[config.mk]
export PLATFORM = sky130hd
export DESIGN_NAME = retire_stage
export DESIGN_NICKNAME = d
export VERILOG_FILES = /design/src/verilog/cpu_pkg.sv /design/src/verilog/retire_stage.sv
export SDC_FILE = /design/constraint.sdc
export NUM_CORES = 1
export LEC_CHECK = 0
export BUFFER_PORTS_ARGS = -buffer_cell sky130_fd_sc_hd__buf_2
export CAP_MARGIN = 10
export CORE_AREA = 2 2 137 139
export CTS_CLUSTER_DIAMETER = 200
export CTS_CLUSTER_SIZE = 10
export DETAILED_ROUTE_END_ITERATION = 12
export DIE_AREA = 0 0 139 141
export GPL_TIMING_DRIVEN = 0
export PLACE_DENSITY = 0.7
export REMOVE_ABC_BUFFERS = 1
export SLEW_MARGIN = 0
export SYNTH_ARGS = -nofsm -noshare
export SYNTH_HDL_FRONTEND = slang
export SYNTH_SLANG_ARGS = --single-unit
export TNS_END_PERCENT = 30
[constraint.sdc]
create_clock -name clk -period 6.1 [get_ports clk]
set_input_delay 0.305 -clock clk [delete_from_list [all_inputs] [get_ports clk]]
set_output_delay 0.305 -clock clk [all_outputs]
set_load 0.05 [all_outputs]
[src/verilog/cpu_pkg.sv]
package cpu_pkg;

  localparam int XLEN       = 32;
  localparam int REG_ADDR_W = 6;
  localparam int OUT_W      = 10;
  localparam int IN_W       = 2;

  localparam logic [XLEN-1:0] NOP_INSTR = 32'd63;

  typedef enum logic [5:0] {
    OPC_ALU       = 6'd0,
    OPC_SHIFT     = 6'd1,
    OPC_OUT       = 6'd6,
    OPC_IN        = 6'd7,
    OPC_JUMP      = 6'd9,
    OPC_JZ        = 6'd10,
    OPC_JNZ       = 6'd11,
    OPC_LOADCONST = 6'd13,
    OPC_LOADUPPER = 6'd14,
    OPC_NOP       = 6'd15
  } opcode_e;

  typedef enum logic [3:0] {
    FN_ADD, FN_ADC, FN_SUB, FN_CARRY, FN_OVERFLOW, FN_INC, FN_DEC, FN_MUL,
    FN_MULH, FN_AND, FN_OR, FN_XOR, FN_EQ, FN_LT, FN_LTU, FN_SND
  } alu_func_e;

  typedef enum logic [2:0] {
    FWD_NONE, FWD_WB, FWD_MEM_ALU, FWD_MEM_SHIFT, FWD_MEM_LINK, FWD_MEM_IMM
  } fwd_sel_e;

  typedef enum logic {WAIT_START, RUN} run_state_e;

  // ~~~~~~~~~~~~~~~~~~~~~~~~~~~~~~
  // Instruction word layout.
  typedef struct packed {
    logic                  w_imm;
    logic [REG_ADDR_W-1:0] addr_w;
    logic                  const_flag;
    logic                  a_imm;
    logic [REG_ADDR_W-1:0] addr_a;
    logic                  b_imm;
    logic [REG_ADDR_W-1:0] addr_b;
    logic [3:0]            func;
    logic [5:0]            opc;
  } instr_t;

  // ~~~~~~~~~~~~~~~~~~~~~~~~~~~~~~
  // Stage payloads.
  typedef struct packed {
    logic [XLEN-1:0]       pc;
    logic [XLEN-1:0]       data_a;
    logic [XLEN-1:0]       data_b;
    logic [XLEN-1:0]       data_w;
    logic [XLEN-1:0]       imm;
    logic [REG_ADDR_W-1:0] addr_a;
    logic [REG_ADDR_W-1:0] addr_b;
    logic [REG_ADDR_W-1:0] addr_w;
    logic                  a_dis;
    logic                  b_dis;
    logic                  w_dis;
    opcode_e               opc;
    alu_func_e             func;
  } id_ex_t;

  typedef struct packed {
    logic [XLEN-1:0]       pc;
    logic [XLEN-1:0]       data_w;
    logic [XLEN-1:0]       imm;
    logic [XLEN-1:0]       alu_res;
    logic [XLEN-1:0]       shift_res;
    logic [REG_ADDR_W-1:0] addr_w;
    opcode_e               opc;
    logic                  write_reg;
  } ex_mem_t;

  typedef struct packed {
    logic                  we;
    logic [REG_ADDR_W-1:0] addr;
    logic [XLEN-1:0]       data;
  } wb_t;

endpackage
[src/verilog/retire_stage.sv]
module retire_stage (
  input  logic                      clk,
  input  logic                      rst_n,
  input  logic                      advance,
  input  cpu_pkg::ex_mem_t          mem_pipe,
  input  logic [cpu_pkg::IN_W-1:0]  data_in,
  output logic [cpu_pkg::XLEN-1:0]  mem_alu,
  output logic [cpu_pkg::XLEN-1:0]  mem_shift,
  output logic [cpu_pkg::XLEN-1:0]  mem_link,
  output logic [cpu_pkg::XLEN-1:0]  mem_imm,
  output cpu_pkg::wb_t              wb,
  output logic [cpu_pkg::OUT_W-1:0] data_out,
  output logic                      out_valid
);
  import cpu_pkg::*;

  ex_mem_t         wb_q;
  logic [XLEN-1:0] wb_data;

  // Memory-slot values for forwarding. IN forwards the live input level.
  assign mem_alu   = (mem_pipe.opc == OPC_IN) ? XLEN'(data_in) : mem_pipe.alu_res;
  assign mem_shift = mem_pipe.shift_res;
  assign mem_link  = mem_pipe.pc + 32'd4;
  assign mem_imm   = (mem_pipe.opc == OPC_LOADUPPER) ? {mem_pipe.imm[8:0], mem_pipe.data_w[22:0]}
                                                     : mem_pipe.imm;

  always_ff @(posedge clk) begin
    if (!rst_n) begin
      wb_q.opc       <= OPC_NOP;
      wb_q.write_reg <= 1'b0;
    end else if (advance) begin
      wb_q     <= mem_pipe;
      wb_q.imm <= mem_imm; // Upper bits merged.
    end
  end

  always_comb begin
    case (wb_q.opc)
      OPC_SHIFT:                    wb_data = wb_q.shift_res;
      OPC_IN:                       wb_data = XLEN'(data_in);
      OPC_JUMP:                     wb_data = wb_q.pc + 32'd4;
      OPC_LOADCONST, OPC_LOADUPPER: wb_data = wb_q.imm;
      default:                      wb_data = wb_q.alu_res;
    endcase
  end

  assign wb = '{we: wb_q.write_reg && advance, addr: wb_q.addr_w, data: wb_data};

  always_ff @(posedge clk) begin
    if (!rst_n) begin
      out_valid <= 1'b0;
    end else begin
      out_valid <= advance && (wb_q.opc == OPC_OUT); // One pulse per OUT.
    end
  end

  always_ff @(posedge clk) begin
    if (advance && (wb_q.opc == OPC_OUT)) begin
      data_out <= wb_q.alu_res[OUT_W-1:0];
    end
  end

endmodule

Word level (Yosys, flattened, before mapping). Cells that the tools add are included.

Register bits after elaboration: 152. Bits in latches: 0. RAM bits: 0. Bits in read-only memories: 0. Input bits: 178. Output and inout bits: 178. Logic and storage cells: 26. Memories: 0.

Add/subtract/negate cells: 2. $mul: 0. Divide/modulo/power cells: 0. $lt $le $gt $ge: 0. Equal/unequal tests: 8. Shift operators: 0. Mux-type cells: 3. Bitwise logic cells: 0. Reduce and logical (&&, ||, !) cells: 4.

Operators by type and width (count): 32-bit case mux with 4 select lines (1); 32-bit by 3-bit adder with 32-bit output, second input constant (2); 32-bit 2-to-1 mux (2); 6-bit by 4-bit equality test with 1-bit output, second input constant (4); 6-bit by 3-bit equality test with 1-bit output, second input constant (3); 6-bit by 1-bit equality test with 1-bit output, second input constant (1); 1-bit logical AND (2); 2-bit AND reduction (1); 2-bit OR reduction (1).

Depth between registers and ports, before layout.
Depth in word-level cells: 3. Mapped depth: 6. Gate-level depth less buffers: 6.

Worst setup path after synthesis. No wires, ideal clock.

Path kind: input -> register. Start point: in advance. End point: reg wb_q, in the netlist wb[32], enable pin. Setup time: 0.509 ns. Data arrival time: 3.827 ns. Required time: 5.591 ns. Setup slack: 1.764 ns. Stages on the path: 2. Path buffers: 1. Cells stage by stage: clkbuf_1 > and2_1.

Longest elaborated chain between the ends: 1.

Ends and longest elaborated chain: start, declared (line retire_stage.sv:4) `input logic advance,`; 2-bit AND reduction (no line); end signal, assigned (line retire_stage.sv:32) `wb_q <= mem_pipe;`; end, declared (line retire_stage.sv:17) `ex_mem_t wb_q;`.

Every way passes these cells. A chain may end at the register's enable or synchronous reset.

==> impl_metrics.csv <==
group,metric,value,unit
timing,rsz0062_at_grt,"no",
place,place_hpwl,15.7,mm
timing,max_freq,0.285,GHz
power,p_leak,4.01,nW
worst_setup_path,critPathKind,"flop to output port",
worst_setup_path,arrival,3.21,ns
clocking,ctsResizeCount,0,
place,place_congestion,0.791,
cells_and_area,area_delta_synth_final,31.4,%
logic_synthesis,yosysUniqueCellTypes,48,
clocking,hold_buffers,0,
power,ir_worst_vdd,0.192,mV
power,totalPowerFinal,2.89,mW
floorplan,start_util,0.408,
grt,gr-usage-all-layers,0.210,
clocking,cts_buffer_depth,2,
floorplan,die_area,19600,sq um
worst_hold_path,whs_path_depth,1,
worst_setup_path,critPathMaxFanout,19,
floorplan,die_h,141,microns
clocking,clock_latency,0.42,ns
worst_setup_path,worstRegToRegCells,2,
timing,fin_crit_sh,0.576,
routing,ant_nets,0,
logic_synthesis,synth_edf_count,144,
worst_setup_path,cp.required,5.79,ns
worst_setup_path,crit_path_top_delay_cell,"and3_1",
logic_synthesis,synthesis.area,7440,sq um
place,pre_cts_ws,3.02,ns
worst_setup_path,cp-start-kind,"flop",
cells_and_area,n_fill_cell,1626,
floorplan,rows,50,
routing,drc,0,
routing,dr.pass1.iters,8,
timing,finClkSkew,0.00604,ns
logic_synthesis,synthFlopType,"edfxtp_1",
worst_setup_path,crit_path_end_kind,"output port",
clocking,cts_tree,"built",
worst_setup_path,cp_slowest_stage_delay,0.96,ns
routing,dr_total_vias,5941,
place,placed_cells,1101,
cells_and_area,fin_area,9780,sq um
place,io_buffers,346,
floorplan,io_pins,356,
clocking,cts-htree-levels,4,
timing,min_period,3.51,ns
grt,grt_pass1_vias,5552,
logic_synthesis,syn-instance-count,578,
cells_and_area,drive_gt1_frac,0.478,
routing,routedWlPerCell,18.6,microns
clocking,clkSlewWorstSetupHoldPaths,0.07,ns
floorplan,coreArea,18300,sq um
clocking,cts.sinks,152,
timing,slew_headroom,0.256,
status,status,"complete, no violations",
logic_synthesis,ys_seq_elements,152,
logic_synthesis,synthArstFlopShare,0,
flow_run,drv_cap,0,
routing,via_per_inst,5.24,
place,placed_cell_area,9210,sq um
worst_hold_path,hp-class,"input pin to flop",
power,p_per_area,296,nW/um^2
clocking,post_cts_buffers,0,
clocking,clk_root_buffer_cell,"clkbuf_16",
worst_setup_path,crit_chain,"nor3b_1 > and3_1 > o21ai_0 > a21oi_1 > buf_2",
cells_and_area,antenna_cells,0,
timing,drv_slew,0,
floorplan,fp.dieW,139,microns
grt,grt_pass1_wl,31.1,mm
cells_and_area,nNetsFinal,1066,
grt,grt_antenna_before_repair,0,
timing,fin_setup_tns,0,ns
timing,setup_viol,0,
grt,grt.overflow.total,0,
timing,hold_viol,0,
logic_synthesis,syn_area_per_cell,12.9,sq um
routing,drtIter0Drc,300,
routing,finalWirelength,21.1,mm
clocking,cts-buffers-inserted,17,
grt,grt_max_degree,71,
logic_synthesis,seq_area_frac_synth,0.602,
cells_and_area,finalNonFillerCells,1133,
timing,worst_slew_pin_slew,1.12,ns
logic_synthesis,ys_warn_count,0,
timing,setup_slack,2.59,ns
-- layer usage --
metal | track usage | vias up | share of wire
li1 | - | 2794 | -
met1 | 0.261 | 2851 | 0.42
met2 | 0.368 | 279 | 0.50
met3 | 0.0493 | 17 | 0.070
met4 | 0.0601 | 0 | 0.010
met5 | 0 | - | 0
-- cell usage in the layout (no fill, tap or decap), types with 5 or more instances in the layout --
master,count
buf_2,346
edfxtp_1,144
nand2_1,49
xnor2_1,35
and2_1,34
mux2_2,34
nand3_1,27
a222oi_1,24
nor2_1,19
nand4_1,18
clkbuf_16,17
xor2_1,15
o21ai_0,14
mux2i_1,8
dfxtp_1,8
a21oi_1,7
and3_1,6
nor3_1,6
nor4_1,6
a221oi_1,6
inv_1,5
and4_1,5
o31a_1,5
-- through the flow --
stage / util / hold slack (ns)
final: 0.536 / 0.0494
after global routing: 0.536 / 0.0268
after CTS: 0.536 / 0.0297
after detailed placement: 0.504 / 0.436
after global placement: 0.497 / 0.430
after floorplan: - / 0.367
-- synthesized netlist by cell type (3+ instances only) --
cell type,count,area (sq um)
mux2_2,34,383
a222oi_1,24,240
nor4_1,6,37.5
nor2_1,20,75.1
nand2_1,49,184
nand3_1,27,135
nor2b_1,4,25.0
and2_1,35,219
and4_1,6,52.6
mux2i_1,8,80.1
clkbuf_1,15,56.3
o31a_1,5,43.8
inv_1,5,18.8
nand3b_1,3,22.5
xor2_1,15,131
o21ai_1,4,20.0
nand4_1,18,113
and3_1,6,37.5
edfxtp_1,144,4320
buf_2,6,30.0
o21ai_0,14,70.1
nor3_1,6,30.0
xnor2_1,35,307
a21oi_1,7,35.0
buf_4,40,300
dfxtp_1,8,160
a221oi_1,6,52.6
-- cell type report --
cell class	count	area (sq um)	area share
Clock inverter	15	145	0.0148
Clock buffer	17	425	0.0435
Tap cell	234	293	0.0299
Inverter	5	18.8	0.00192
Sequential cell	152	4480	0.458
Multi-Input combinational cell	359	2570	0.263
Timing Repair Buffer	351	1840	0.188
-- power by group --
group / internal [mW] / switching, mW / leakage (nW)
registers: 1.22 / 0.0331 / 1.41
logic: 0.165 / 0.464 / 2.32
clock network: 0.570 / 0.444 / 0.272
-- worst max-delay path, delay by kind of cell (launching register included) --
kind            cells  cell delay, ns
buf+inv             1            0.29
simple gates        2            1.35
compound gates      2            0.67
flops               1            0.45
-- flip-flops by register name, summed over array words and instances (netlist names) --
signal,count
data_out,10
wb_q,135
wb,6
out_valid,1
-- cell families (layout without fill, tap and decap cells) --
family                     after synthesis  after routing  synth area share
and+or+nand+nor                        198            198             0.148
DFF                                    152            152             0.602
AOI/OAI and AO/OA                       67             67            0.0701
buffers and inverters                   67            388            0.0550
xor gates and xnor gates                50             50            0.0588
muxes                                   42             42            0.0622
adders and majority gates                2              2           0.00336
-- worst paths after layout --
path               start     endpoint  slack (ns)
max              wb_q[1]       wb[31]        2.59
min          mem_pipe[8]       wb[33]        0.05
max reg2reg      wb_q[4]  data_out[5]        4.45
min reg2reg     wb_q[51]  data_out[6]        0.45
Power figures use the tool's default switching activity.
