**src/verilog/cpu_pkg.sv**
```systemverilog
package cpu_pkg;

  localparam int XLEN       = 32;
  localparam int REG_ADDR_W = 6;
  localparam int OUT_W      = 10;
  localparam int IN_W       = 2;

  localparam logic [XLEN-1:0] NOP_INSTR = 32'd63;

  typedef enum logic [5:0] {
    OPC_ALU       = 6'd0,
    OPC_SHIFT     = 6'd1,
    OPC_OUT       = 6'd6,
    OPC_IN        = 6'd7,
    OPC_JUMP      = 6'd9,
    OPC_JZ        = 6'd10,
    OPC_JNZ       = 6'd11,
    OPC_LOADCONST = 6'd13,
    OPC_LOADUPPER = 6'd14,
    OPC_NOP       = 6'd15
  } opcode_e;

  typedef enum logic [3:0] {
    FN_ADD, FN_ADC, FN_SUB, FN_CARRY, FN_OVERFLOW, FN_INC, FN_DEC, FN_MUL,
    FN_MULH, FN_AND, FN_OR, FN_XOR, FN_EQ, FN_LT, FN_LTU, FN_SND
  } alu_func_e;

  typedef enum logic [2:0] {
    FWD_NONE, FWD_WB, FWD_MEM_ALU, FWD_MEM_SHIFT, FWD_MEM_LINK, FWD_MEM_IMM
  } fwd_sel_e;

  typedef enum logic {WAIT_START, RUN} run_state_e;

  // ~~~~~~~~~~~~~~~~~~~~~~~~~~~~~~
  // Instruction word layout.
  typedef struct packed {
    logic                  w_imm;
    logic [REG_ADDR_W-1:0] addr_w;
    logic                  const_flag;
    logic                  a_imm;
    logic [REG_ADDR_W-1:0] addr_a;
    logic                  b_imm;
    logic [REG_ADDR_W-1:0] addr_b;
    logic [3:0]            func;
    logic [5:0]            opc;
  } instr_t;

  // ~~~~~~~~~~~~~~~~~~~~~~~~~~~~~~
  // Stage payloads.
  typedef struct packed {
    logic [XLEN-1:0]       pc;
    logic [XLEN-1:0]       data_a;
    logic [XLEN-1:0]       data_b;
    logic [XLEN-1:0]       data_w;
    logic [XLEN-1:0]       imm;
    logic [REG_ADDR_W-1:0] addr_a;
    logic [REG_ADDR_W-1:0] addr_b;
    logic [REG_ADDR_W-1:0] addr_w;
    logic                  a_dis;
    logic                  b_dis;
    logic                  w_dis;
    opcode_e               opc;
    alu_func_e             func;
  } id_ex_t;

  typedef struct packed {
    logic [XLEN-1:0]       pc;
    logic [XLEN-1:0]       data_w;
    logic [XLEN-1:0]       imm;
    logic [XLEN-1:0]       alu_res;
    logic [XLEN-1:0]       shift_res;
    logic [REG_ADDR_W-1:0] addr_w;
    opcode_e               opc;
    logic                  write_reg;
  } ex_mem_t;

  typedef struct packed {
    logic                  we;
    logic [REG_ADDR_W-1:0] addr;
    logic [XLEN-1:0]       data;
  } wb_t;

endpackage
```
**src/verilog/decode_stage.sv**
```systemverilog
module decode_stage (
  input  logic                           clk,
  input  logic                           rst_n,
  input  logic                           advance,
  input  logic                           flush,
  input  cpu_pkg::instr_t                id_instr,
  input  logic [cpu_pkg::XLEN-1:0]       id_pc,
  input  logic [cpu_pkg::XLEN-1:0]       rd_a,
  input  logic [cpu_pkg::XLEN-1:0]       rd_b,
  input  logic [cpu_pkg::XLEN-1:0]       rd_w,
  input  cpu_pkg::wb_t                   wb,
  output logic [cpu_pkg::REG_ADDR_W-1:0] addr_a,
  output logic [cpu_pkg::REG_ADDR_W-1:0] addr_b,
  output logic [cpu_pkg::REG_ADDR_W-1:0] addr_w,
  output cpu_pkg::id_ex_t                ex_pipe
);
  import cpu_pkg::*;

  opcode_e         dec_opc;
  alu_func_e       dec_func;
  logic [XLEN-1:0] dec_imm;

  // Immediate, or register value with the same-cycle writeback bypassed in.
  function automatic logic [XLEN-1:0] src_value(input logic imm_flag,
                                                input logic [REG_ADDR_W-1:0] addr,
                                                input logic [XLEN-1:0] rd, input wb_t wbk);
    logic hit;
    hit = wbk.we && (wbk.addr == addr);
    if (imm_flag) begin
      return {{(XLEN-REG_ADDR_W){addr[REG_ADDR_W-1]}}, addr};
    end
    return hit ? wbk.data : rd;
  endfunction

  assign addr_a = id_instr.addr_a;
  assign addr_b = id_instr.addr_b;
  assign addr_w = id_instr.addr_w;

  always_comb begin
    if (id_instr.const_flag) begin
      if (id_instr.w_imm) begin
        dec_opc = OPC_LOADCONST;
      end else if (id_instr[23:9] == '0) begin
        dec_opc = OPC_LOADUPPER;
      end else begin
        dec_opc = OPC_NOP;
      end
    end else begin
      case (id_instr.opc)
        OPC_ALU, OPC_SHIFT, OPC_OUT, OPC_IN, OPC_JUMP, OPC_JZ, OPC_JNZ:
          dec_opc = opcode_e'(id_instr.opc);
        default: dec_opc = OPC_NOP; // Dropped opcodes land here too.
      endcase
    end
  end

  always_comb begin
    case (dec_opc)
      OPC_ALU, OPC_OUT, OPC_JUMP, OPC_JZ, OPC_JNZ: dec_func = alu_func_e'(id_instr.func);
      OPC_SHIFT: dec_func = alu_func_e'({2'b11, id_instr.func[1:0]});
      default:   dec_func = FN_AND;
    endcase
  end

  always_comb begin
    dec_imm = '0;
    if (dec_opc == OPC_LOADCONST) begin
      dec_imm = XLEN'(id_instr[22:0]);
      if (id_instr.a_imm) begin
        dec_imm = '0 - dec_imm; // Bit 23 negates.
      end
    end else if (dec_opc == OPC_LOADUPPER) begin
      dec_imm = XLEN'(id_instr[8:0]);
    end
  end

  always_ff @(posedge clk) begin
    if (!rst_n) begin
      ex_pipe.opc  <= OPC_NOP;
      ex_pipe.func <= FN_AND;
    end else if (advance) begin
      ex_pipe.pc     <= id_pc;
      ex_pipe.data_a <= src_value(id_instr.a_imm, id_instr.addr_a, rd_a, wb);
      ex_pipe.data_b <= src_value(id_instr.b_imm, id_instr.addr_b, rd_b, wb);
      ex_pipe.data_w <= src_value(id_instr.w_imm, id_instr.addr_w, rd_w, wb);
      ex_pipe.imm    <= dec_imm;
      ex_pipe.addr_a <= id_instr.addr_a;
      ex_pipe.addr_b <= id_instr.addr_b;
      ex_pipe.addr_w <= id_instr.addr_w;
      ex_pipe.a_dis  <= id_instr.a_imm;
      ex_pipe.b_dis  <= id_instr.b_imm;
      ex_pipe.w_dis  <= id_instr.w_imm;
      ex_pipe.opc    <= flush ? OPC_NOP : dec_opc;
      ex_pipe.func   <= flush ? FN_AND : dec_func;
    end
  end

endmodule

```
**config.mk**
```make
export PLATFORM = sky130hd
export DESIGN_NAME = decode_stage
export DESIGN_NICKNAME = d
export VERILOG_FILES = /design/src/verilog/cpu_pkg.sv /design/src/verilog/decode_stage.sv
export SDC_FILE = /design/constraint.sdc
export NUM_CORES = 1
export LEC_CHECK = 0
export ABC_AREA = 1
export BUFFER_PORTS_ARGS = -buffer_cell sky130_fd_sc_hd__buf_2
export CAP_MARGIN = 20
export CORE_ASPECT_RATIO = 0.8
export CORE_MARGIN = 8
export CORE_UTILIZATION = 42
export DETAILED_ROUTE_END_ITERATION = 12
export PLACE_DENSITY = 0.87
export SYNTH_ARGS = -nofsm -noshare
export SYNTH_HDL_FRONTEND = slang
export SYNTH_SLANG_ARGS = --single-unit
```
**constraint.sdc**
```tcl
create_clock -name clk -period 4 [get_ports clk]
set_input_delay 0 -clock clk [delete_from_list [all_inputs] [get_ports clk]]
set_output_delay 0 -clock clk [all_outputs]
set_load 0.005 [all_outputs]
```
# [Word level (Yosys, flattened, before mapping)]
# Cells that the tools add are included.
[totals] register_bits=191 in_bits=203 output_inout_bits=209
[op_classes] n_addsub=1 n_eq_ne=16 muxes=28 reduce_logical=9
[op_table] cell="$mux 32" count=11
[op_table] cell="$eq 6x4->1 const B" count=8
[op_table] cell="$sub 1x23->24 const A" count=1
[op_table] cell="$eq 6x3->1 const B" count=3
[op_table] cell="$eq 6x6->1" count=3
[op_table] cell="$mux 6" count=3
[op_table] cell="$logic_not 15->1" count=1
[op_table] cell="$eq 6x1->1 const B" count=2
[op_table] cell="$logic_not 6->1" count=2
[op_table] cell="$mux 1" count=10
[op_table] cell="$mux 9" count=1
[op_table] cell="$pmux 4 s2" count=1
[op_table] cell="$reduce_or 7->1" count=1
[op_table] cell="$reduce_or 5->1" count=1
[op_table] cell="$mux 4" count=1
[op_table] cell="$logic_and 1x1->1" count=3
[op_table] cell="$mux 2" count=1
[op_table] cell="$reduce_and 2->1" count=1

# [Logic depth before layout (Yosys ltp)]
[logic_depth] depth_word=8 depth_mapped=16

# [Least setup slack after synthesis]
# OpenSTA, ideal clock, no wires.
[synth_timing] kind="input to register" from="input advance" to="register ex_pipe[100] in the netlist's numbering, enable pin" setup_ps=525 t_arrival_ps=3538 t_required_ps=3475 setup_slack_ps=-64 cell_stages=3 n_path_buf=1 path_cell_list="buf_2 > nand2_1 > inv_1"
[synth_between] elab_chain_len=1
[synth_rtl] element="from (decl)" line_no="decode_stage.sv:4" text="input logic advance,"
[synth_rtl] element="$reduce_and 2->1 (no line)"
[synth_rtl] element="to (decl)" line_no="decode_stage.sv:15" text="output cpu_pkg::id_ex_t ex_pipe"
# No other way between the ends.
# A chain may end at the register's enable or synchronous reset.

# [Worst setup path after layout]
[layout_timing] from="input id_instr[17] in the netlist's numbering" to="register ex_pipe[139] in the netlist's numbering, data pin"
[layout_between] elab_chain_len=4
[layout_rtl] element="from (decl)" line_no="decode_stage.sv:6" text="input cpu_pkg::instr_t id_instr,"
[layout_rtl] element="$eq 6x6->1" line_no="decode_stage.sv:28" text="hit = wbk.we && (wbk.addr == addr);"
[layout_rtl] element="$logic_and 1x1->1" line_no="decode_stage.sv:28"
[layout_rtl] element="$mux 32 (2 in series)" line_no="decode_stage.sv:32" text="return hit ? wbk.data : rd;"
# No other way between the ends.

==> impl_metrics.toml <==
[sta]
fmax_ghz = 0.295
whs_ns = -0.00145
tns_ns = 0
rsz0062_at_grt = "false"
final.min_clock_period_ns = 3.39
final-setup-viol-count = 0
tightest_slew_ns = 1.13
slew-limit-headroom_pct = 24.6
period_share_pct = 84.7
slew_violations = 0
finalHoldViolations = 1
clock_skew_ns = 0

[layout]
drive_gt1_share_pct = 34.1
largest_reg_flops = 183
areaGrowthSynthToFinish_pct = 53.9
nets = 1588
largest-register = "ex_pipe"
reg_top3 = "ex_pipe: 183 flops"
fin_cells = 1666
n_fill_cell = 1406

[floorplanning]
coreArea_um2 = 19900
chipHeight_um = 143
start_util_pct = 42.8
num_io_pins = 412
die_x_um = 175
die-area_um2 = 25100
fp-row-count = 46

[power]
ir_worst_vdd_uv = 242
clockPowerShare_pct = 34.8
intPower_mw = 3.46
switchingPower_mw = 1.29
power_frac_comb_pct = 16.9
p_seq_share_pct = 48.3
p_per_area_nw_per_um2 = 363
p_leak_nw = 5.57
switching_share_pct = 27.2

[drt]
first_pass_iters = 6
ant_nets = 0
num_vias = 9300
drt_iter0_drc = 1116
wl_per_cell_um = 22.6
drc_errors = 0
drt-total-wl_um = 37600
routed_via_density = 5.58

[worst_setup_path]
r2r_end = "ex_pipe[7]"
cp_data_required_time_ns = 4.29
r2r_slack_ns = 2.80
path_class = "in2reg"
crit_path_end_kind = "register"
reg2reg_depth = 3
r2r_start = "ex_pipe[7]"
start_kind = "primary input"
arrival_ns = 3.68
crit_fanout = 37

[global_routing]
antenna_found_initial = 8
grt_pass1_wl_um = 54200
grt_overflow = 0
grt_max_degree = 96
grt_usage_pct = 28.3
grt_pass1_vias = 9594

[clock_tree]
cts_resized = 0
cts_made_buffers = 17
cts_tree = "done"
cts_max_path_buffers = 2
clock-sinks = 183
clk_latency_ns = 0.42
ctsHtreeMaxLevel = 4
clk_pin_slew_worst_paths_ns = 0.08
cts_root_buf = "clkbuf_16"

[synthesis]
synth_nets = 1029
synthArstFlopShare_pct = 0
ys_types = 37
syn_inst = 822
synth_edf_count = 173
ys.flop_type = "edfxtp_1"
syn_area_per_cell_um2 = 10.3
netlist.area_leader.share_pct = 61.1
yosys_warnings = 0
synth_seq_cells = 183
ys_seq_area_share_pct = 63.4
syn_area_um2 = 8510
yosysTopAreaCell = "edfxtp_1"
synth_area_leaders = "edfxtp_1 (61%), o21ai_0 (10%), nor2_1 (5.9%), nand2_1 (3.6%), buf_4 (2.6%)"

[worst_hold_path]
min_to = "ex_pipe[154]"
min_path_type = "in2reg"
whs_path_depth = 3
hold_start = "rd_a[27]"

[job]
max_cap_violations = 0

[placed_design]
place_inst = 1436
gp_congestion = 0.854
post-dp-hpwl_um = 23700
portBuffers = 411

[status]
status = "finished, violations left"
violations = "negative hold slack"
## cell usage in the layout (no fill, tap or decap), types with 9 or more instances in the layout
cell           Yosys  final
nand2_1           81     81
inv_1             44     43
buf_2              9    411
o22ai_1            9      9
nor2_1           133    133
xor2_1            16     16
dfxtp_1           10     10
o21ai_0          170    170
a21oi_1           35     35
dlygate4sd3_1      0    188
edfxtp_1         173    173
o21ai_1           24     24
clkbuf_16          0     17
## final cells by class
cell class / count / area [um2] / area share, %
clock buffers: 18 / 429 / 3.28
multi-input cells: 523 / 2540 / 19.4
diodes: 8 / 20.0 / 0.153
well taps: 264 / 330 / 2.52
clock inverters: 14 / 136 / 1.04
flip-flops and latches: 183 / 5400 / 41.2
inverters: 50 / 194 / 1.48
repair buffers: 606 / 4040 / 30.9
## power groups by stage
stage / clock (mW) / sequential (mW) / combinational, mW
after floorplan: 0 / 2.36 / 0.225
after global placement: 0 / 2.33 / 0.585
after detailed placement: 0 / 2.33 / 0.598
after CTS: 1.65 / 2.29 / 0.758
after global routing: 1.73 / 2.31 / 0.852
final: 1.65 / 2.30 / 0.803
## worst max-delay path: stages
cell and delay [ns]:
dlygate4sd3_1 0.55, buf_2 0.15, inv_1 0.19, o22ai_1 0.11
a211oi_1 0.22, nand3_2 0.74, clkinv_2 0.67, o21ai_0 0.22
o21ai_0 0.21, dlygate4sd3_1 0.57
## worst max path at each step
stage / slack [ns] / endpoint / from / depth (start not counted)
final: 0.61 / ex_pipe[139] / id_instr[17] / 10
after global routing: 0.46 / ex_pipe[139] / id_instr[17] / 10
after global placement: 1.64 / ex_pipe[38] / id_instr[23] / 14
after detailed placement: 1.49 / ex_pipe[154] / id_instr[17] / 8
after floorplan: 0.80 / ex_pipe[100] / advance / 3
after CTS: 0.94 / ex_pipe[149] / id_instr[17] / 10
## per-stage QoR
step / worst slack [ns] / total power, mW / util (%) / instance area, um2 / hold WS (ns)
3_5_place_dp: 1.49 / 2.93 / 53.2 / 10600 / 0.178
6_report: 0.613 / 4.75 / 65.9 / 13100 / -0.00145
3_3_place_gp: 1.64 / 2.91 / 53.2 / 10600 / 0.177
4_1_cts: 0.938 / 4.70 / 65.5 / 13000 / 0.00158
2_1_floorplan: 0.804 / 2.58 / - / 8510 / 0.0689
5_1_grt: 0.459 / 4.89 / 65.9 / 13100 / 0.000547
## per-layer routing
| metal | part of all wire [%] | GRT usage (%) |
|---|---|---|
| met1 | 34 | 30.1 |
| met2 | 49 | 49.4 |
| met3 | 12 | 8.84 |
| met4 | 5.3 | 16.5 |
| met5 | 0 | 0 |
## cell families (layout without fill, tap and decap cells)
group / count (synthesis) / after routing / synth area share (%)
XOR/XNOR: 18 / 18 / 1.85
AND/OR/NAND/NOR: 252 / 252 / 12.3
adder cells (fa/ha/maj): 4 / 4 / 0.588
buffers and inverters: 116 / 688 / 6.66
other: 0 / 8 / 0
AO/OA/AOI/OAI: 249 / 249 / 15.1
flip-flops: 183 / 183 / 63.4
## repair_timing
action	CTS	global route
hold buffers	186	2
hold endpoints to repair	145	2
buffers inserted	0	0
## cell usage after synthesis (2+ instances only)
master / n
inv_1: 44
xnor2_1: 2
nor4_1: 2
clkinv_2: 2
nand3_1: 7
buf_4: 29
nand3_2: 4
a31oi_1: 4
nand2_2: 6
buf_2: 9
ha_1: 4
o21ai_1: 24
nand2_1: 81
o211ai_1: 3
inv_2: 4
nor2_2: 6
nand4_1: 4
nor3_1: 5
nor2_1: 133
clkbuf_1: 25
a21oi_1: 35
edfxtp_1: 173
dfxtp_1: 10
o21ai_0: 170
o22ai_1: 9
xor2_1: 16
No activity file was read; power rests on OpenSTA's default activity.
