`config.mk`:
```
export PLATFORM = sky130hd
export DESIGN_NAME = pipeline_control
export DESIGN_NICKNAME = d
export VERILOG_FILES = /design/src/verilog/cpu_pkg.sv /design/src/verilog/pipeline_control.sv
export SDC_FILE = /design/constraint.sdc
export NUM_CORES = 1
export LEC_CHECK = 0
export CORE_AREA = 3 3 162 164
export CTS_CLUSTER_DIAMETER = 120
export CTS_CLUSTER_SIZE = 40
export DETAILED_ROUTE_END_ITERATION = 10
export DIE_AREA = 0 0 165 167
export DONT_BUFFER_PORTS = 1
export PLACE_DENSITY = 0.3
export SLEW_MARGIN = 25
export SYNTH_ARGS = -nofsm -noshare
export SYNTH_HDL_FRONTEND = slang
export SYNTH_SLANG_ARGS = --single-unit
export TNS_END_PERCENT = 1
```
`constraint.sdc`:
```
create_clock -name clk -period 1.6 [get_ports clk]
set_input_delay 0.16 -clock clk [delete_from_list [all_inputs] [get_ports clk]]
set_output_delay 0.16 -clock clk [all_outputs]
set_load 0.01 [all_outputs]
```
`src/verilog/cpu_pkg.sv`:
```
package cpu_pkg;

  localparam int XLEN       = 32;
  localparam int REG_ADDR_W = 6;
  localparam int OUT_W      = 10;
  localparam int IN_W       = 2;

  localparam logic [XLEN-1:0] NOP_INSTR = 32'd63;

  typedef enum logic [5:0] {
    OPC_ALU       = 6'd0,
    OPC_SHIFT     = 6'd1,
    OPC_OUT       = 6'd6,
    OPC_IN        = 6'd7,
    OPC_JUMP      = 6'd9,
    OPC_JZ        = 6'd10,
    OPC_JNZ       = 6'd11,
    OPC_LOADCONST = 6'd13,
    OPC_LOADUPPER = 6'd14,
    OPC_NOP       = 6'd15
  } opcode_e;

  typedef enum logic [3:0] {
    FN_ADD, FN_ADC, FN_SUB, FN_CARRY, FN_OVERFLOW, FN_INC, FN_DEC, FN_MUL,
    FN_MULH, FN_AND, FN_OR, FN_XOR, FN_EQ, FN_LT, FN_LTU, FN_SND
  } alu_func_e;

  typedef enum logic [2:0] {
    FWD_NONE, FWD_WB, FWD_MEM_ALU, FWD_MEM_SHIFT, FWD_MEM_LINK, FWD_MEM_IMM
  } fwd_sel_e;

  typedef enum logic {WAIT_START, RUN} run_state_e;

  // ~~~~~~~~~~~~~~~~~~~~~~~~~~~~~~
  // Instruction word layout.
  typedef struct packed {
    logic                  w_imm;
    logic [REG_ADDR_W-1:0] addr_w;
    logic                  const_flag;
    logic                  a_imm;
    logic [REG_ADDR_W-1:0] addr_a;
    logic                  b_imm;
    logic [REG_ADDR_W-1:0] addr_b;
    logic [3:0]            func;
    logic [5:0]            opc;
  } instr_t;

  // ~~~~~~~~~~~~~~~~~~~~~~~~~~~~~~
  // Stage payloads.
  typedef struct packed {
    logic [XLEN-1:0]       pc;
    logic [XLEN-1:0]       data_a;
    logic [XLEN-1:0]       data_b;
    logic [XLEN-1:0]       data_w;
    logic [XLEN-1:0]       imm;
    logic [REG_ADDR_W-1:0] addr_a;
    logic [REG_ADDR_W-1:0] addr_b;
    logic [REG_ADDR_W-1:0] addr_w;
    logic                  a_dis;
    logic                  b_dis;
    logic                  w_dis;
    opcode_e               opc;
    alu_func_e             func;
  } id_ex_t;

  typedef struct packed {
    logic [XLEN-1:0]       pc;
    logic [XLEN-1:0]       data_w;
    logic [XLEN-1:0]       imm;
    logic [XLEN-1:0]       alu_res;
    logic [XLEN-1:0]       shift_res;
    logic [REG_ADDR_W-1:0] addr_w;
    opcode_e               opc;
    logic                  write_reg;
  } ex_mem_t;

  typedef struct packed {
    logic                  we;
    logic [REG_ADDR_W-1:0] addr;
    logic [XLEN-1:0]       data;
  } wb_t;

endpackage
```
`src/verilog/pipeline_control.sv`:
```
module pipeline_control (
  input  logic              clk,
  input  logic              rst_n,
  input  logic              ready,
  input  logic              mem_start_ready,
  input  logic              jump_taken,
  input  cpu_pkg::id_ex_t   ex_pipe,
  input  cpu_pkg::ex_mem_t  mem_pipe,
  input  cpu_pkg::wb_t      wb,
  output logic              advance,
  output logic              flush,
  output cpu_pkg::fwd_sel_e fwd_a,
  output cpu_pkg::fwd_sel_e fwd_b,
  output cpu_pkg::fwd_sel_e fwd_w
);
  import cpu_pkg::*;

  run_state_e state;
  logic       use_a;
  logic       use_b;
  logic       use_w;

  // Memory-slot producer wins over writeback.
  function automatic fwd_sel_e pick(input logic [REG_ADDR_W-1:0] addr, input logic use_reg,
                                    input ex_mem_t mem, input wb_t wbk);
    fwd_sel_e sel;
    sel = FWD_NONE;
    if (use_reg && mem.write_reg && (mem.addr_w == addr)) begin
      case (mem.opc)
        OPC_SHIFT:                    sel = FWD_MEM_SHIFT;
        OPC_JUMP:                     sel = FWD_MEM_LINK;
        OPC_LOADCONST, OPC_LOADUPPER: sel = FWD_MEM_IMM;
        default:                      sel = FWD_MEM_ALU; // ALU, OUT and IN.
      endcase
    end else if (use_reg && wbk.we && (wbk.addr == addr)) begin
      sel = FWD_WB;
    end
    return sel;
  endfunction

  always_ff @(posedge clk) begin
    if (!rst_n) begin
      state <= WAIT_START;
    end else if ((state == WAIT_START) && mem_start_ready) begin
      state <= RUN;
    end
  end

  assign advance = (state == RUN) && ready; // Ready low freezes everything.
  assign flush   = advance && jump_taken;

  always_comb begin
    use_a = !ex_pipe.a_dis && (ex_pipe.opc inside {OPC_ALU, OPC_SHIFT, OPC_OUT, OPC_JUMP,
                                                   OPC_JZ, OPC_JNZ});
    use_b = !ex_pipe.b_dis && (ex_pipe.opc inside {OPC_ALU, OPC_SHIFT, OPC_OUT,
                                                   OPC_JZ, OPC_JNZ});
    use_w = !ex_pipe.w_dis && (ex_pipe.opc inside {OPC_JZ, OPC_JNZ, OPC_LOADUPPER});
    fwd_a = pick(ex_pipe.addr_a, use_a, mem_pipe, wb);
    fwd_b = pick(ex_pipe.addr_b, use_b, mem_pipe, wb);
    fwd_w = pick(ex_pipe.addr_w, use_w, mem_pipe, wb);
  end

endmodule

```
=== Word level (Yosys, flattened, before mapping) ===
Cells that the tools add are included.

* Equal/unequal tests: 16
* Multiplexer cells: 7
* Bitwise gates (word level): 1
* Reduce and logical (&&, ||, !) cells: 26

{| class="wikitable"
|+ Operators by type and width
! operator !! number
|-
| == test 6 x 4 -> 1 bit (second input constant) || 7
|-
| == test 6 bit || 6
|-
| logical AND 1 bit || 18
|-
| == test 6 x 1 -> 1 bit (second input constant) || 2
|-
| 2-to-1 mux 3 bit || 3
|-
| one-hot mux 3 bit (3 select lines) || 1
|-
| == test 6 x 3 -> 1 bit (second input constant) || 1
|-
| logical NOT 6 bit || 1
|-
| nonzero test 6 bit || 1
|-
| nonzero test 5 bit || 1
|-
| logical NOT 1 bit || 3
|-
| 2-to-1 mux 1 bit || 3
|-
| nonzero test 3 bit || 1
|-
| OR reduction 2 bit || 1
|-
| NOT 1 bit || 1
|}

* Flip-flop bits (word level): 1
* Input port bits: 408
* Output and inout port bits: 11
* Word-level logic and storage cells: 51

=== Depth between registers and ports, before layout ===
Gate-level depths: netlist of run 1.

* Word-level depth: 7
* Depth in mapped cells: 5
* Depth with buffers taken out: 5

=== Least setup slack after synthesis of run 1 ===
OpenSTA, ideal clock, no wires.

* Kind: input-to-output
* Start: in mem_pipe[9] (netlist bit)
* End: out fwd_b[0]
* Arrival time: 1.142 ns
* Data required time: 1.440 ns
* Setup slack: 0.298 ns
* Stages: 4
* Path buffers: 0
* Cells stage by stage: xor2_1 -> or4_4 -> mux2i_1 -> nor2_1

* Cells in the longest elaborated chain, start to end: 3

{| class="wikitable"
|+ Ends and longest elaborated chain
! item !! line !! text
|-
| from (decl) || pipeline_control.sv:8 || <nowiki>input cpu_pkg::ex_mem_t mem_pipe,</nowiki>
|-
| == test 6 bit || pipeline_control.sv:28 || <nowiki>if (use_reg && mem.write_reg && (mem.addr_w == addr)) begin</nowiki>
|-
| logical AND 1 bit || pipeline_control.sv:28 ||
|-
| 2-to-1 mux 3 bit || pipeline_control.sv:28 ||
|-
| to (decl) || pipeline_control.sv:13 || <nowiki>output cpu_pkg::fwd_sel_e fwd_b,</nowiki>
|}

Every way passes these cells.

=== Final worst setup path of run 1 ===
* Start: in ex_pipe[29] (netlist bit)
* End: out fwd_a[0]

* Cells in the longest elaborated chain, start to end: 4
* Elaborated cells on any way between the ends: 6
* Those cells by class: eq/ne: 2; mux: 2; reduce/logical: 2

{| class="wikitable"
|+ Ends and longest elaborated chain
! item !! line !! text
|-
| from (decl) || pipeline_control.sv:7 || <nowiki>input cpu_pkg::id_ex_t ex_pipe,</nowiki>
|-
| == test 6 bit || pipeline_control.sv:35 || <nowiki>end else if (use_reg && wbk.we && (wbk.addr == addr)) begin</nowiki>
|-
| logical AND 1 bit || pipeline_control.sv:35 ||
|-
| 2-to-1 mux 1 bit || pipeline_control.sv:35 ||
|-
| 2-to-1 mux 3 bit (*) || pipeline_control.sv:28 ||
|-
| to (decl) || pipeline_control.sv:12 || <nowiki>output cpu_pkg::fwd_sel_e fwd_a,</nowiki>
|}

Every way passes the cells marked *; elsewhere a longest branch is shown, timed or not.

==> results of run 1 <==
[cell usage in the layout (no fill, tap or decap), types with 2 or more instances in the layout]
cell type	instances
sky130_fd_sc_hd__xnor2_1	22
sky130_fd_sc_hd__or4_4	2
sky130_fd_sc_hd__mux2i_1	2
sky130_fd_sc_hd__nand2_1	2
sky130_fd_sc_hd__and3_1	3
sky130_fd_sc_hd__nor4_1	3
sky130_fd_sc_hd__buf_4	9
sky130_fd_sc_hd__xor2_1	15
sky130_fd_sc_hd__nor3_1	6
sky130_fd_sc_hd__nand4_1	6
sky130_fd_sc_hd__nor2b_1	3
sky130_fd_sc_hd__inv_1	2
sky130_fd_sc_hd__nor2_1	3
[logic make-up after synthesis]
| family | synth area share |
|---|---|
| mux | 0.03059 |
| compound gates | 0.1052 |
| buf+inv | 0.01148 |
| simple gates | 0.3270 |
| xor+xnor | 0.4952 |
| flops | 0.03059 |
[power groups by stage]
stage / combinational [uW] / clock (uW) / sequential, uW
floorplan: 100 / 0 / 28.0
global placement: 123 / 0 / 28.2
detailed placement: 124 / 0 / 28.3
CTS: 125 / 0 / 28.4
global route: 136 / 0 / 28.4
finish: 121 / 0 / 28.5
[critical path, delay by kind of cell]
kind / cells / cell delay [ns]
and+or+nand+nor: 3 / 0.45
buffers and inverters: 2 / 0.34
xor gates and xnor gates: 1 / 0.20
AOI/OAI and AO/OA: 1 / 0.14
[worst paths after layout]
| kind | end | from |
|---|---|---|
| hold / removal | state$_SDFFE_PN0P_ | mem_start_ready |
| setup / recovery | fwd_a[0] | ex_pipe[29] |
| setup reg to reg | state$_SDFFE_PN0P_ | state$_SDFFE_PN0P_ |
| hold reg to reg | state$_SDFFE_PN0P_ | state$_SDFFE_PN0P_ |
[area by class of cell]
class                      count  area share
inverter                       2    0.006615
multi-input combinational     82      0.5524
sequential                     1     0.01764
tap                          330      0.3638
timing repair buffer           9     0.05954
[stage by stage]
stage | setup slack (ns) | hold WS (ns) | cells | util
floorplan | 0.2984 | 0.2702 | 85 | -
finish | 0.1392 | 0.2748 | 424 | 0.04533
detailed placement | 0.1275 | 0.2765 | 424 | 0.04533
CTS | 0.1194 | 0.2769 | 424 | 0.04533
global route | 0.02211 | 0.2935 | 424 | 0.04533
global placement | 0.1381 | 0.2738 | 424 | 0.04533
[metal layers]
metal | GRT usage | part of all wire
met5 | 0 | 0
met4 | 0 | 0
met3 | 0.03507 | 0.26
met2 | 0.05152 | 0.45
met1 | 0.02333 | 0.29
==> results.md, run 1 <==
- The number of nets at the end of the flow is 504.
- Across the run, the number of max-cap violations was 0.
- The worst setup skew after layout is 0 ns.
- Across all register-to-register paths, the minimum setup slack is 1.01 ns.
- The switching power is 49.81 uW.
- The data required time of the critical path is 1.44 ns.
- Ranked by flip-flop count, first place goes to state.
- Of the available clock period, the critical path in the final layout requires 0.9130.
- The total cell area at the placement stage is 1135 sq um.
- Derived from the worst setup path, the maximum achievable clock frequency is 684.6 MHz.
- The total number of yosys warnings is 0.
- The number of hold violations in the final report is 0.
- The class of the tightest hold or removal check is input port to flop.
- The setup violation total in the final timing report is 0.
- During I/O placement, the number of pins put on the boundary was 419.
- The final HPWL from detailed placement is 4.309 mm.
- Counting flops with a built-in enable in the synthesized netlist gives 0.
- The congestion estimate from routability-driven global placement came to 0.7030.
- In the synthesized netlist the dominant register cell turns out to be sky130_fd_sc_hd__dfxtp_1.
- Sorting the synthesized cells by how often they occur yields sky130_fd_sc_hd__xnor2_1 (22), sky130_fd_sc_hd__xor2_1 (15), sky130_fd_sc_hd__nand4_1 (6), sky130_fd_sc_hd__nor3_1 (6).
- The area added between synthesis and finish is 73.42%.
- The number of library cell types mapped by synthesis is 28.
- The total design power is 149.6 uW.
- The static leakage is 0.0002494 uW.
- The number of nets handed over by synthesis was 493.
- The maximum cell stage delay along the critical path is 0.26 ns.
- The register area is 20.02 sq um.
- The sort of element at the end of the critical path is an output port.
- The switching share of power is 0.3330.
- The detailed-route wire length is 4.478 mm.
- By area the synthesized netlist is led by sky130_fd_sc_hd__xnor2_1 (29%), sky130_fd_sc_hd__xor2_1 (20%), sky130_fd_sc_hd__nand4_1 (5.7%), sky130_fd_sc_hd__nor3_1 (4.6%), sky130_fd_sc_hd__or4_4 (3.4%).
- The row count is 58.
- The die span in x is 165 microns.
- For the finished layout, the period the worst path requires is 1.461 ns.
- The share of final-layout standard cells stronger than drive strength 1 is 0.1383.
- 0 antenna diodes ended up in the layout.
- For this configuration, the core starts out at a cell density of 0.02614.
- The clock network power share is 0.
- Among the stages of the critical path, the cell type that occurs most often is sky130_fd_sc_hd__buf_4.
- The via count of the first global-routing pass is 791.
- The worst reg2reg path depth is 1.
- The share of synthesized area in the top cell type comes to 0.2945.
- The flow ran to the end, and the final reports show no timing, DRC or antenna violations.
- In this run the remaining antenna-violating nets after routing total 0.
- The floorplan step defined a core boundary enclosing 25040 sq um.
- The worst slew slack as a fraction of its limit is 0.7772.
- In the routed design, unresolved DRC markers number 0.
- The slew at the pin closest to its max-slew limit is 0.3311 ns.
- The worst setup path is of the input port to output port kind.
- The cell area after layout is 1135 sq um.
- The overall track demand over capacity in global routing is 0.02989.
- The synthesized instance count is 85.
- The chip height is 167 microns.
- The cell with the biggest individual delay on the critical path is sky130_fd_sc_hd__nor4_1.
- The internal power of the cells totals 99.76 uW.
- The setup fix buffers added after clock tree synthesis is 0.
- The number of max-slew violations in the final report came to 0.
- The share of synthesized flip-flops with an asynchronous set or reset is 0.
- The total congestion overflow after global routing is 0.
- Counting instances, the worst hold path has a depth of 1.
- The routed wirelength normalized by instance count is 10.56 microns.
- The area of the mapped netlist is 654.4 sq um.
- The first global-routing pass estimated 5.547 mm of wire.
- The number of antenna violations at the first check in global routing is 0.
- The portion of the post-synthesis area used by sequential elements is 0.03059.
- The total negative slack is 0 ns.
- In this run, the number of DRC markers left after iteration 0 of detailed routing was 6.
- Power spread over the standard cell area amounts to 131.8 nW/um^2.
- The clock latency at the later pin of the worst-skew pair is 0 ns.
- In this run, post-CTS hold repair placed 0 buffers.
- sky130_fd_sc_hd__xnor2_1 is the most common cell in the netlist.
- The startpoint type of the worst setup path is an input port.
- Setup repair after global routing left no endpoint under its margin.
- The library cell with the largest summed area after synthesis is sky130_fd_sc_hd__xnor2_1.
- The number of gates resized after CTS was 0.
- After synthesis the netlist holds a flip-flop and latch count of 1.
- The count of port buffers added during placement is 0.
- The number of fillers in the final layout is 2988.
- The top fanout value on the critical path is 3.
- Entering global routing, the biggest net connects 6 pins.
- The count of TritonRoute iterations in the first routing pass is 2.
- The share of total power dissipated in sequential elements is 0.190.
- The routed via count divided by cell count is 1.616.
- The maximum vdd drop is 124.2 uV.
- The number of flip-flops in the largest register is 1.
- The clock slew seen by the registers of the worst setup and hold paths is 0 ns.
- The signal on the critical path passes through xnor2_1 -> nand4_1 -> nor4_1 -> buf_4 -> nand2_1 -> a21boi_1 -> buf_4.
- In the final layout, the registers with the most flip-flops are state x1.
- The area used by multi-input combinational logic is 626.9 sq um.
- The relative contribution of combinational cells to total power is 0.810.
- The final route contains 685 vias.
- STA puts the critical path data arrival time at 1.30 ns.
- Each instance of the synthesized netlist takes up on average 7.699 sq um.
- The full die area is 27560 sq um.
Note: power is estimated with default switching activity, not from simulation.
==> inputs of run 2 (changes only) <==
MAX_ROUTING_LAYER = met4   (was default)
==> results.md, run 2 (synthesis results as in run 1) <==
- The depth of the worst hold-timing path came to 1 (unchanged).
- The cell area after layout is 1135 sq um (unchanged).
- The area added between synthesis and finish was 73.42% (unchanged).
- The most frequent cell on the critical path is sky130_fd_sc_hd__buf_4.
- The clock network power share is 0 (unchanged).
- The number of violations reported at the end of detailed-routing iteration 0 is 6 (unchanged).
- The maximum vdd drop is 124.2 uV (unchanged).
- The static leakage is 0.0002494 uW (unchanged).
- The row count was 58 (unchanged).
- The switching share of power is 0.3314 (-0.001596).
- The power density over the cells is 131.5 nW/um^2 (-0.24%).
- The post-route non-filler standard cell count came to 424 (unchanged).
- The number of routed nets with antenna violations is 0 (unchanged).
- The diode insertion count for antenna repair is 0 (unchanged).
- The count of TritonRoute iterations in the first routing pass is 2 (unchanged).
- The data arrival time of the critical path is 1.28 ns (-0.02 ns).
- The data required time of the critical path was 1.44 ns (about the same).
- The number of gates resized after cts is 0 (unchanged).
- The overall track demand over capacity in global routing came to 0.03075 (+0.0008625).
- The placed instance count is 424 (unchanged).
- The die span in x is 165 microns (unchanged).
- The startpoint identified for the worst hold timing path is mem_start_ready.
- The worst setup skew after layout is 0 ns (unchanged).
- The chip height is 167 microns (unchanged).
- The startpoint type of the worst setup path is an input port.
- The sequential share of power is 0.191 (about the same).
- The number of max-slew violations in the final report is 0 (unchanged).
- The hold-critical path endpoint is state$_SDFFE_PN0P_.
- The routed via count divided by cell count is 1.620 (+0.29%).
- The full die area is 27560 sq um (unchanged).
- The internal power consumption is 99.76 uW (about the same).
- The floorplan core area is 25040 sq um (unchanged).
- The number of hold-repair buffers added at the cts stage is 0 (unchanged).
- The maximum cell stage delay along the critical path came to 0.26 ns (about the same).
- The setup path with the least slack is of type input port to output port.
- The count of port buffers added during placement is 0 (unchanged).
- The flow ran to the end, and the final reports show no timing, DRC or antenna violations.
- The worst slew slack as a fraction of its limit came to 0.7772 (unchanged).
- The count of max-cap constraint violations is 0 (unchanged).
- The number of antenna violations at the first check in global routing is 0 (unchanged).
- The detailed-route wire length is 4.475 mm (about the same).
- The residual DRC count is 0 (unchanged).
- The path class of the tightest hold or removal check is input port to flop.
- The library cell used most frequently in the layout, excluding fill and tap cells, is sky130_fd_sc_hd__xnor2_1.
- In the final layout, the registers with the most flip-flops are state x1.
- The register-to-register setup slack is 1.01 ns (about the same).
- The total negative slack is 0 ns (unchanged).
- The number of flip-flops in the largest register came to 1 (unchanged).
- The reg-to-reg critical path endpoint is state$_SDFFE_PN0P_.
- The critical path goes through xnor2_1 -> nand4_1 -> nor4_1 -> buf_4 -> nand2_1 -> a21boi_1 -> buf_4.
- The slew at the pin closest to its max-slew limit came to 0.3311 ns (-0.0000005960 ns).
- The highest clock frequency the design can meet is 692.3 MHz (+1.1%).
- The number of hold violations in the final report is 0 (unchanged).
- The final HPWL from detailed placement is 4.309 mm (unchanged).
- The wire length of the first global-routing pass was 5.554 mm (+0.13%).
- The number of nets at the end of the flow came to 504 (unchanged).
- The relative contribution of combinational cells to total power came to 0.809 (about the same).
- In the layout the commonest cells are sky130_fd_sc_hd__xnor2_1 (22), sky130_fd_sc_hd__xor2_1 (15), sky130_fd_sc_hd__buf_4 (9).
- The total congestion overflow after global routing came to 0 (unchanged).
- The number of top-level pins is 419 (unchanged).
- The largest register by flop count is state.
- The worst reg2reg path depth is 1 (unchanged).
- The final critical-path required period is 1.445 ns (-0.01620 ns).
- The clock slew seen by the registers of the worst setup and hold paths is 0 ns (unchanged).
- The routed wirelength normalized by instance count is 10.55 microns (about the same).
- The final critical-path share of the clock period is 0.9029 (-0.01012).
- The share of final-layout standard cells stronger than drive strength 1 is 0.1383 (unchanged).
- The worst setup path is captured at an output port.
- The total cell area at the placement stage came to 1135 sq um (unchanged).
- The via count of the first global-routing pass is 785 (-0.76%).
- The switching power came to 49.45 uW (-0.72%).
- The routed via count was 687 (+0.29%).
- Setup repair after global routing left no endpoint under its margin.
- The effective utilization at floorplan is 0.02614 (unchanged).
- The maximum number of pins on one net before global-route repair is 6 (unchanged).
- The final weighted congestion of routability-driven global placement is 0.7108 (+1.1%).
- The clock latency at the later pin of the worst-skew pair was 0 ns (unchanged).
- The top fanout value on the critical path is 3 (unchanged).
- For this design, the slowest cell found on the critical path is sky130_fd_sc_hd__nor4_1.
- The setup fix buffers added after clock tree synthesis is 0 (unchanged).
- The start of the worst register-to-register path is state$_SDFFE_PN0P_.
- The setup violation total in the final timing report is 0 (unchanged).
==> run 2: cell counts in the layout (fill, tap and decap cells not counted) <==
Identical to the previous run, type by type.
==> run 2: how the worst max path moves through the flow <==
stage	to	cells past startpoint	slack, ns	startpoint
2_1_floorplan	fwd_b[0]	4	0.30	mem_pipe[9]
5_1_grt	fwd_a[0]	7	0.02	ex_pipe[29]
4_1_cts	fwd_a[0]	7	0.12	ex_pipe[29]
6_report	fwd_a[0]	7	0.16	ex_pipe[29]
3_3_place_gp	fwd_b[0]	5	0.14	mem_pipe[12]
3_5_place_dp	fwd_a[0]	7	0.13	ex_pipe[29]
==> run 2: layer usage <==
layer  track usage  vias to the layer above  wire length [microns]
met5             -                        -                      0
met3       0.03458                        0                   1160
li1              -                      326                      -
met2       0.05152                       49                   2019
met1       0.02363                      312                   1295
met4             0                        0                      0
==> run 2: final cells by class <==
type | instances | area [sq um]
fillers | 2988 | 23900
well taps | 330 | 412.9
inverters | 2 | 7.507
repair buffers | 9 | 67.56
flip-flops and latches | 1 | 20.02
multi-input cells | 82 | 626.9
==> run 2: through the flow <==
stage | total power [uW] | hold slack [ns] | setup slack, ns | util
after floorplan | 128.3 | 0.2702 | 0.2984 | -
after global placement | 151.3 | 0.2738 | 0.1381 | 0.04533
after detailed placement | 152.2 | 0.2765 | 0.1275 | 0.04533
after CTS | 153.1 | 0.2769 | 0.1194 | 0.04533
after global routing | 164.6 | 0.2935 | 0.02212 | 0.04533
final | 149.2 | 0.2748 | 0.1554 | 0.04533
==> run 2: power groups by stage <==
stage	sequential (uW)	combinational (uW)	clock, uW
finish	28.5	121	0
global route	28.4	136	0
CTS	28.4	125	0
detailed placement	28.3	124	0
global placement	28.2	123	0
floorplan	28.0	100	0
==> run 2: worst max-delay path: cells and delay by family <==
| kind | cells | cell delay, ns |
|---|---|---|
| XOR/XNOR | 1 | 0.18 |
| AO/OA/AOI/OAI | 1 | 0.14 |
| buffers and inverters | 2 | 0.34 |
| AND/OR/NAND/NOR | 3 | 0.45 |
